--- config.mk ---
export PLATFORM = sky130hd
export DESIGN_NAME = nic_rx_top
export DESIGN_NICKNAME = d
export VERILOG_FILES = /design/src/nic_pkg.sv /design/src/nic_rx_top.sv /design/src/rx_buffer.sv /design/src/rx_frame_counters.sv /design/src/rx_frame_writer.sv /design/src/rx_host_port.sv
export SDC_FILE = /design/constraint.sdc
export NUM_CORES = 2
export LEC_CHECK = 0
export BUFFER_PORTS_ARGS = -buffer_cell sky130_fd_sc_hd__buf_2
export CAP_MARGIN = 25
export CORE_MARGIN = 1.5
export CORE_UTILIZATION = 62
export CTS_CLUSTER_DIAMETER = 40
export CTS_CLUSTER_SIZE = 16
export DETAILED_ROUTE_END_ITERATION = 8
export PLACE_DENSITY = 0.87
export SYNTH_ARGS = -nofsm -noshare
export SYNTH_HDL_FRONTEND = slang
export SYNTH_SLANG_ARGS = --single-unit
--- constraint.sdc ---
create_clock -name xaui_clk_156_25_out -period 5.9 [get_ports xaui_clk_156_25_out]
set_input_delay 0 -clock xaui_clk_156_25_out [delete_from_list [all_inputs] [get_ports xaui_clk_156_25_out]]
set_output_delay 0 -clock xaui_clk_156_25_out [all_outputs]
set_load 0.05 [all_outputs]
--- src/nic_pkg.sv ---
package nic_pkg;

    //--------------------------------------------------
    // Widths with a meaning
    //--------------------------------------------------
    typedef logic [63:0] qword_t;              // One MAC / buffer data word
    typedef logic [7:0]  byte_valid_t;         // Valid byte lanes of a quadword
    typedef logic [31:0] frame_count_t;        // Frame counter value
    typedef logic [3:0]  reg_addr_t;           // Wishbone register address

    //--------------------------------------------------
    // Bundles
    //--------------------------------------------------
    typedef struct packed {
        qword_t      data;                     // Receive quadword
        byte_valid_t data_valid;               // Any bit set marks a data cycle
        logic        good_frame;               // End of frame, FCS ok
        logic        bad_frame;                // End of frame, errored
    } mac_rx_t;

    typedef struct packed {
        logic committed;                       // Good frame made visible
        logic rejected;                        // Bad frame rewound
        logic dropped;                         // Frame lost to a full buffer
    } rx_event_t;

    typedef struct packed {
        logic      cyc;
        logic      stb;
        logic      we;
        reg_addr_t adr;
        qword_t    dat;
    } wb_req_t;

    typedef struct packed {
        logic   ack;
        qword_t dat;
    } wb_rsp_t;

    typedef enum logic [1:0] {st_idle, st_frame, st_drop} rx_state_t;

    //--------------------------------------------------
    // Register map
    //--------------------------------------------------
    localparam reg_addr_t REG_WR_PTR = 4'd0;   // Committed write pointer
    localparam reg_addr_t REG_RD_PTR = 4'd1;   // Committed read pointer
    localparam reg_addr_t REG_AVAIL  = 4'd2;   // Quadwords ready, capped
    localparam reg_addr_t REG_GOOD   = 4'd3;
    localparam reg_addr_t REG_BAD    = 4'd4;
    localparam reg_addr_t REG_DROP   = 4'd5;
    localparam reg_addr_t REG_DATA   = 4'd6;   // Pop one quadword

endpackage

--- src/nic_rx_top.sv ---
module nic_rx_top #(
    parameter int BUF_AW       = 6,            // 64 slots, 63 usable
    parameter int BURST_QWORDS = 16            // Cap on the available count
) (
    input  logic              xaui_clk_156_25_out,
    input  logic              reset_n,
    input  nic_pkg::mac_rx_t  mac_rx,          // MAC receive stream, no stall
    input  nic_pkg::wb_req_t  wb_req,
    output nic_pkg::wb_rsp_t  wb_rsp,
    output logic              rx_ready         // Data waiting for the host
);

    //--------------------------------------------------
    // Buffer write side
    //--------------------------------------------------
    logic [BUF_AW-1:0]     wr_addr;
    nic_pkg::qword_t       wr_data;
    logic                  wr_en;
    logic [BUF_AW-1:0]     wr_ptr;             // Committed write pointer

    //--------------------------------------------------
    // Buffer read side
    //--------------------------------------------------
    logic [BUF_AW-1:0]     rd_addr;
    nic_pkg::qword_t       rd_data;
    logic [BUF_AW-1:0]     rd_ptr;             // Committed read pointer

    nic_pkg::rx_event_t    rx_event;           // Frame outcome pulses
    nic_pkg::frame_count_t good_count;
    nic_pkg::frame_count_t bad_count;
    nic_pkg::frame_count_t drop_count;

    rx_frame_writer #(.BUF_AW(BUF_AW)) u_writer (
        .xaui_clk_156_25_out (xaui_clk_156_25_out),
        .reset_n             (reset_n),
        .mac_rx              (mac_rx),
        .rd_ptr              (rd_ptr),
        .wr_addr             (wr_addr),
        .wr_data             (wr_data),
        .wr_en               (wr_en),
        .wr_ptr              (wr_ptr),
        .rx_event            (rx_event)
    );

    rx_buffer #(.BUF_AW(BUF_AW)) u_buffer (
        .xaui_clk_156_25_out (xaui_clk_156_25_out),
        .wr_addr             (wr_addr),
        .wr_data             (wr_data),
        .wr_en               (wr_en),
        .rd_addr             (rd_addr),
        .rd_data             (rd_data)
    );

    rx_frame_counters u_counters (
        .xaui_clk_156_25_out (xaui_clk_156_25_out),
        .reset_n             (reset_n),
        .rx_event            (rx_event),
        .good_count          (good_count),
        .bad_count           (bad_count),
        .drop_count          (drop_count)
    );

    rx_host_port #(.BUF_AW(BUF_AW), .BURST_QWORDS(BURST_QWORDS)) u_host (
        .xaui_clk_156_25_out (xaui_clk_156_25_out),
        .reset_n             (reset_n),
        .wb_req              (wb_req),
        .wb_rsp              (wb_rsp),
        .wr_ptr              (wr_ptr),
        .rd_ptr              (rd_ptr),
        .rd_addr             (rd_addr),
        .rd_data             (rd_data),
        .good_count          (good_count),
        .bad_count           (bad_count),
        .drop_count          (drop_count),
        .rx_ready            (rx_ready)
    );

endmodule

--- src/rx_buffer.sv ---
module rx_buffer #(
    parameter int BUF_AW = 6
) (
    input  logic              xaui_clk_156_25_out,
    input  logic [BUF_AW-1:0] wr_addr,
    input  nic_pkg::qword_t   wr_data,
    input  logic              wr_en,
    input  logic [BUF_AW-1:0] rd_addr,
    output nic_pkg::qword_t   rd_data          // One cycle after rd_addr
);

    localparam int DEPTH = 2 ** BUF_AW;

    nic_pkg::qword_t mem [DEPTH];              // Ring storage

    // Write port
    always_ff @(posedge xaui_clk_156_25_out) begin
        if (wr_en) begin
            mem[wr_addr] <= wr_data;
        end
    end

    // Registered read port
    always_ff @(posedge xaui_clk_156_25_out) begin
        rd_data <= mem[rd_addr];
    end

endmodule

--- src/rx_frame_counters.sv ---
module rx_frame_counters (
    input  logic                  xaui_clk_156_25_out,
    input  logic                  reset_n,
    input  nic_pkg::rx_event_t    rx_event,
    output nic_pkg::frame_count_t good_count,
    output nic_pkg::frame_count_t bad_count,
    output nic_pkg::frame_count_t drop_count
);

    // Stick at all ones
    function automatic nic_pkg::frame_count_t sat_inc(input nic_pkg::frame_count_t cnt);
        return (cnt == '1) ? cnt : cnt + 1'b1;
    endfunction

    always_ff @(posedge xaui_clk_156_25_out or negedge reset_n) begin
        if (!reset_n) begin
            good_count <= '0;
            bad_count  <= '0;
            drop_count <= '0;
        end else begin
            if (rx_event.committed) begin
                good_count <= sat_inc(good_count);
            end
            if (rx_event.rejected) begin
                bad_count <= sat_inc(bad_count);
            end
            if (rx_event.dropped) begin
                drop_count <= sat_inc(drop_count);
            end
        end
    end

    // Every frame has exactly one outcome
    a_one_event: assert property (
        @(posedge xaui_clk_156_25_out) disable iff (!reset_n)
        $onehot0(rx_event)
    );

endmodule

--- src/rx_frame_writer.sv ---
module rx_frame_writer #(
    parameter int BUF_AW = 6
) (
    input  logic                      xaui_clk_156_25_out,
    input  logic                      reset_n,
    input  nic_pkg::mac_rx_t          mac_rx,
    input  logic [BUF_AW-1:0]         rd_ptr,      // Host side committed pointer
    output logic [BUF_AW-1:0]         wr_addr,
    output nic_pkg::qword_t           wr_data,
    output logic                      wr_en,
    output logic [BUF_AW-1:0]         wr_ptr,      // Last committed frame end
    output nic_pkg::rx_event_t        rx_event
);

    nic_pkg::rx_state_t state;
    logic [BUF_AW-1:0]  run_addr;                  // Next slot of the current frame
    logic [BUF_AW-1:0]  next_addr;
    logic               data_cycle;
    logic               frame_end;
    logic               full;

    //--------------------------------------------------
    // Datapath
    //--------------------------------------------------
    assign data_cycle = |mac_rx.data_valid;        // Partial quadwords stored whole
    assign frame_end  = mac_rx.good_frame | mac_rx.bad_frame;
    assign next_addr  = run_addr + 1'b1;
    assign full       = (next_addr == rd_ptr);     // One slot kept free

    assign wr_addr = run_addr;
    assign wr_data = mac_rx.data;
    assign wr_en   = data_cycle & ~full & (state != nic_pkg::st_drop);

    //--------------------------------------------------
    // Frame FSM
    //--------------------------------------------------
    always_ff @(posedge xaui_clk_156_25_out or negedge reset_n) begin
        if (!reset_n) begin
            state    <= nic_pkg::st_idle;
            run_addr <= '0;
            wr_ptr   <= '0;
            rx_event <= '0;
        end else begin
            rx_event <= '0;                        // Pulses last one cycle
            case (state)
                nic_pkg::st_idle,
                nic_pkg::st_frame: begin
                    if (frame_end) begin
                        state <= nic_pkg::st_idle;
                        if (mac_rx.good_frame) begin
                            wr_ptr             <= run_addr;  // Publish frame
                            rx_event.committed <= 1'b1;
                        end else begin
                            run_addr          <= wr_ptr;    // Forget frame
                            rx_event.rejected <= 1'b1;
                        end
                    end else if (data_cycle) begin
                        if (full) begin
                            state <= nic_pkg::st_drop;      // No room, lose the rest
                        end else begin
                            run_addr <= next_addr;
                            state    <= nic_pkg::st_frame;
                        end
                    end
                end
                nic_pkg::st_drop: begin
                    if (frame_end) begin                 // Status does not matter
                        run_addr         <= wr_ptr;
                        rx_event.dropped <= 1'b1;
                        state            <= nic_pkg::st_idle;
                    end
                end
                default: begin
                    state <= nic_pkg::st_idle;
                end
            endcase
        end
    end

    //--------------------------------------------------
    // Checks
    //--------------------------------------------------
    // An open frame never wraps its running address onto unread host data
    a_no_overrun: assert property (
        @(posedge xaui_clk_156_25_out) disable iff (!reset_n)
        (state == nic_pkg::st_frame) |-> (run_addr != rd_ptr)
    );

endmodule

--- src/rx_host_port.sv ---
module rx_host_port #(
    parameter int BUF_AW       = 6,
    parameter int BURST_QWORDS = 16
) (
    input  logic                  xaui_clk_156_25_out,
    input  logic                  reset_n,
    input  nic_pkg::wb_req_t      wb_req,
    output nic_pkg::wb_rsp_t      wb_rsp,
    input  logic [BUF_AW-1:0]     wr_ptr,
    output logic [BUF_AW-1:0]     rd_ptr,
    output logic [BUF_AW-1:0]     rd_addr,
    input  nic_pkg::qword_t       rd_data,
    input  nic_pkg::frame_count_t good_count,
    input  nic_pkg::frame_count_t bad_count,
    input  nic_pkg::frame_count_t drop_count,
    output logic                  rx_ready
);

    logic              ack_q;
    nic_pkg::qword_t   dat_q;
    logic              pop_pend;               // REG_DATA waiting on the RAM
    logic              pop_ok;                 // Buffer held data at request
    logic              req_new;
    logic              req_pop;
    logic [BUF_AW-1:0] fill;
    nic_pkg::qword_t   avail;
    nic_pkg::qword_t   reg_rdata;

    //--------------------------------------------------
    // Status
    //--------------------------------------------------
    assign fill     = wr_ptr - rd_ptr;         // Wraps with the ring
    assign avail    = (nic_pkg::qword_t'(fill) > nic_pkg::qword_t'(BURST_QWORDS)) ?
                      nic_pkg::qword_t'(BURST_QWORDS) : nic_pkg::qword_t'(fill);
    assign rx_ready = (wr_ptr != rd_ptr);
    assign rd_addr  = rd_ptr;                  // Head quadword always on the read port

    assign req_new = wb_req.cyc & wb_req.stb & ~ack_q & ~pop_pend;
    assign req_pop = req_new & ~wb_req.we & (wb_req.adr == nic_pkg::REG_DATA);

    // Register map
    always_comb begin
        case (wb_req.adr)
            nic_pkg::REG_WR_PTR: reg_rdata = nic_pkg::qword_t'(wr_ptr);
            nic_pkg::REG_RD_PTR: reg_rdata = nic_pkg::qword_t'(rd_ptr);
            nic_pkg::REG_AVAIL:  reg_rdata = avail;
            nic_pkg::REG_GOOD:   reg_rdata = nic_pkg::qword_t'(good_count);
            nic_pkg::REG_BAD:    reg_rdata = nic_pkg::qword_t'(bad_count);
            nic_pkg::REG_DROP:   reg_rdata = nic_pkg::qword_t'(drop_count);
            default:             reg_rdata = '0;
        endcase
    end

    //--------------------------------------------------
    // Bus sequencing
    //--------------------------------------------------
    always_ff @(posedge xaui_clk_156_25_out or negedge reset_n) begin
        if (!reset_n) begin
            ack_q    <= 1'b0;
            pop_pend <= 1'b0;
            pop_ok   <= 1'b0;
            rd_ptr   <= '0;
        end else begin
            ack_q <= 1'b0;
            if (pop_pend) begin
                ack_q    <= 1'b1;              // Second cycle of a pop
                pop_pend <= 1'b0;
                if (pop_ok) begin
                    rd_ptr <= rd_ptr + 1'b1;   // Free the slot with the ack
                end
            end else if (req_pop) begin
                pop_pend <= 1'b1;
                pop_ok   <= rx_ready;
            end else if (req_new) begin
                ack_q <= 1'b1;                 // Register read or ignored write
            end
        end
    end

    // Response data
    always_ff @(posedge xaui_clk_156_25_out) begin
        if (pop_pend) begin
            dat_q <= pop_ok ? rd_data : '0;    // Empty pop reads zero
        end else if (req_new) begin
            dat_q <= wb_req.we ? '0 : reg_rdata;
        end
    end

    assign wb_rsp = '{ack: ack_q, dat: dat_q};

    // Classic cycle: ack only inside an active strobe
    a_ack_in_cycle: assert property (
        @(posedge xaui_clk_156_25_out) disable iff (!reset_n)
        ack_q |-> wb_req.cyc && wb_req.stb
    );

endmodule

==> reports/summary.txt <==
status: finished, violations left
failing checks: design-rule violations, negative hold slack
pwr dens: 386.2 nW/µm²
Worst-Skew Late Latency: 0.99 ns
most common cell after layout, fill and taps aside: edfxtp_1
Initial Util: 0.6245
CTS sink cnt: 4346
Overall Power: 72630 µW
most frequent cells in the layout: 4160 x edfxtp_1, 1029 x mux4_2, 519 x a22oi_1
core area: 262700 µm²
routed length on met3: 89310 µm
total negative slack: 0 ns
wl on met1: 155500 µm
unrepaired setup endpoints after global routing: no
average cell area after synthesis: 22.42 µm²
Critical R2R Capture: u_buffer.mem[15][24]$_DFFE_PP_
synthesized flop and latch total: 4346
Reg2Reg Setup Slack: 1.06 ns
Seq/Total Area, Yosys: 0.7877
hold depth: 2
WL/cell: 47.53 µm
post-CTS setup buffer count: 0
final setup fails: 0
Synth Net Count: 7477
CTS tree: yes
number of synthesized flops with an enable pin: 4160
Peak VDD IR: 0.3992 mV
first-pass GRT wire length: 751200 µm
CTS H-tree lvls: 5
r2r startpoint: u_writer.wr_addr[0]$_DFFE_PN0P_
routed vias/inst: 8.089
remaining antenna violation count after routing: 0
max cap viols: 0
die area: 267800 µm²
hold path start: mac_rx[47]
Die Wd: 517.5 µm
GR Overflow Total: 0
final number of hold-violating endpoints: 11
GP Congestion: 0.8323
vias in the first global route: 93090
Top Ports: 213
CP max FO: 34
async set or reset register ratio after synthesis: 0.02807
clk root buf: clkbuf_16
global-route usage over all layers: 0.4150
initial antenna violation count: 45
Yosys cell types: 59
headroom to the max-slew limit: 0.1493
non-filler cells, final: 11800
Post-Syn Instances: 7319
post-synthesis cell area: 164100 µm²
drt initial violations: 19970
count of pins over their slew limit: 0
# fillers: 13380
CP required: 6.43 ns
largest net degree at the start of global routing: 156
nets: 8043
Die Y: 517.5 µm
Reg clk slew, reported paths: 0.07 ns
met2 wire len: 256000 µm
Yosys Warn Count: 0
part of the cycle the worst path needs: 0.8199
TritonCTS Buffers: 448
Hold WS: -0.03094 ns
Via Count: 95480
clk_skew: 0.1061 ns
Static Leak: 0.05852 µW
First-pass DRT Iterations: 9
critical path class: reg2reg
crit start category: flip-flop
Max Fclk: 206.7 MHz
Final HPWL DP: 245400 µm
top_reg_cell synth: edfxtp_1
number of remaining DRC errors: 4
worst path arrival time: 5.37 ns
Total Wirelength: 561100 µm
Highest Signal Layer: met5
layout cells sized above 1: 0.2786
port bufs: 148
Layout area overhead: 14.61%
Register-to-Register Path Depth: 9
Worst-Margin Slew: 1.276 ns
num rows: 188
Placed Instance Area: 170400 µm²
dpl cells: 10780
Hold Crit Class: in2reg
Worst setup EP type: flip-flop
worst-case clock buffer depth: 4
fin crit period: 4.838 ns
WHS Endpoint: u_buffer.mem[12][37]$_DFFE_PP_
Post-Layout Inst Area: 188100 µm²
-- per-stage QoR --
step	util	worst slack, ns
3_5_place_dp	0.6484	1.515
3_3_place_gp	0.6481	1.612
5_1_grt	0.7156	1.104
2_1_floorplan	-	0.9763
4_1_cts	0.7104	1.363
6_report	0.7158	1.062
-- how the worst max path moves through the flow --
stage | start | slack (ns) | to | cells after the start
after detailed placement | u_writer.wr_addr[0]$_DFFE_PN0P_ | 1.51 | u_buffer.mem[58][45]$_DFFE_PP_ | 8
after global routing | u_writer.wr_addr[0]$_DFFE_PN0P_ | 1.10 | u_buffer.mem[15][10]$_DFFE_PP_ | 9
after floorplan | u_writer.wr_addr[0]$_DFFE_PN0P_ | 0.98 | u_buffer.mem[24][0]$_DFFE_PP_ | 7
after global placement | u_writer.wr_addr[0]$_DFFE_PN0P_ | 1.61 | u_buffer.mem[58][45]$_DFFE_PP_ | 8
after CTS | u_writer.wr_addr[0]$_DFFE_PN0P_ | 1.36 | u_buffer.mem[10][8]$_DFFE_PP_ | 8
final | u_writer.wr_addr[0]$_DFFE_PN0P_ | 1.06 | u_buffer.mem[15][24]$_DFFE_PP_ | 9
-- kinds of logic (layout without fill, tap and decap cells) --
group	count (synthesis)	count (layout)	share of synthesized area
flip-flops	4346	4346	0.7877
adder cells (fa/ha/maj)	11	11	0.0008845
multiplexers	1044	1044	0.1422
AND/OR/NAND/NOR	492	492	0.01575
XOR/XNOR	105	105	0.005604
other	0	19	0
buffers and inverters	429	1379	0.01121
AO/OA/AOI/OAI	892	892	0.03664
-- cells in the mapped netlist, types with 8 or more instances --
library cell / count / area (µm²)
a21oi_1: 276 / 1381
a222oi_1: 27 / 270.3
a22oi_1: 519 / 3896
and3_1: 55 / 344.1
and4_1: 11 / 96.34
buf_1: 64 / 240.2
buf_2: 102 / 510.5
buf_4: 21 / 157.7
clkbuf_1: 219 / 822.0
dfrtp_1: 122 / 3053
dfxtp_1: 64 / 1281
edfxtp_1: 4160 / 124900
ha_1: 10 / 125.1
inv_1: 20 / 75.07
mux2_2: 14 / 157.7
mux4_2: 1029 / 23170
nand2_1: 93 / 349.1
nand3_1: 41 / 205.2
nand4_1: 28 / 175.2
nor2_1: 133 / 499.2
nor3_1: 17 / 85.08
o21ai_0: 43 / 215.2
or3_1: 8 / 50.05
or4_1: 67 / 503.0
xnor2_1: 62 / 543.0
xor2_1: 43 / 376.6
-- cell type report --
class,count,area (µm²),area share
inverter,20,75.07,0.0003992
tap,3515,4398,0.02338
clock buffer,502,11620,0.06177
multi-input combinational,2544,33560,0.1785
sequential,4346,129300,0.6873
antenna,19,47.55,0.0002528
clock inverter,332,3762,0.02000
timing repair buffer,525,5345,0.02842
-- what timing repair did --
| item | in CTS | in global routing |
|---|---|---|
| resized for setup | 0 | 0 |
| hold endpoints to repair | 4209 | 125 |
| hold buffers | 90 | 23 |
-- worst max-delay path: stages (launching register included) --
cell	delay, ns
dfrtp_1	0.56
ha_1	0.38
xor2_1	0.19
o21ai_0	0.25
o21ai_0	0.38
nand2_1	0.33
nand3_2	0.79
buf_4	0.51
nor2_4	0.16
buf_4	0.81
-- metal layers --
metal / track usage / vias to the layer above
met1: 0.4900 / 47020
met2: 0.6412 / 12630
li1: - / 32420
met4: 0.3160 / 47
met3: 0.1320 / 3358
met5: 0 / -
-- power by group --
group | switching [µW] | internal, µW | leakage [µW]
Combinational | 3890 | 1530 | 0.0115
Sequential | 1000 | 35800 | 0.0397
Clock | 13800 | 16600 | 0.00737
Total | 18700 | 53900 | 0.0585
-- sequential cells by signal, indices dropped and copies added (netlist names) --
signal	cells
u_writer.rx_event	3
u_host.pop_pend	1
u_counters.bad_count	32
u_host.pop_ok	1
u_writer.state	2
u_counters.good_count	32
u_writer.wr_ptr	6
u_host.ack_q	1
u_buffer.rd_data	64
u_counters.drop_count	32
u_writer.wr_addr	6
u_buffer.mem	4096
u_host.dat_q	64
u_host.rd_addr	6
No activity file was read; power rests on OpenSTA's default activity.
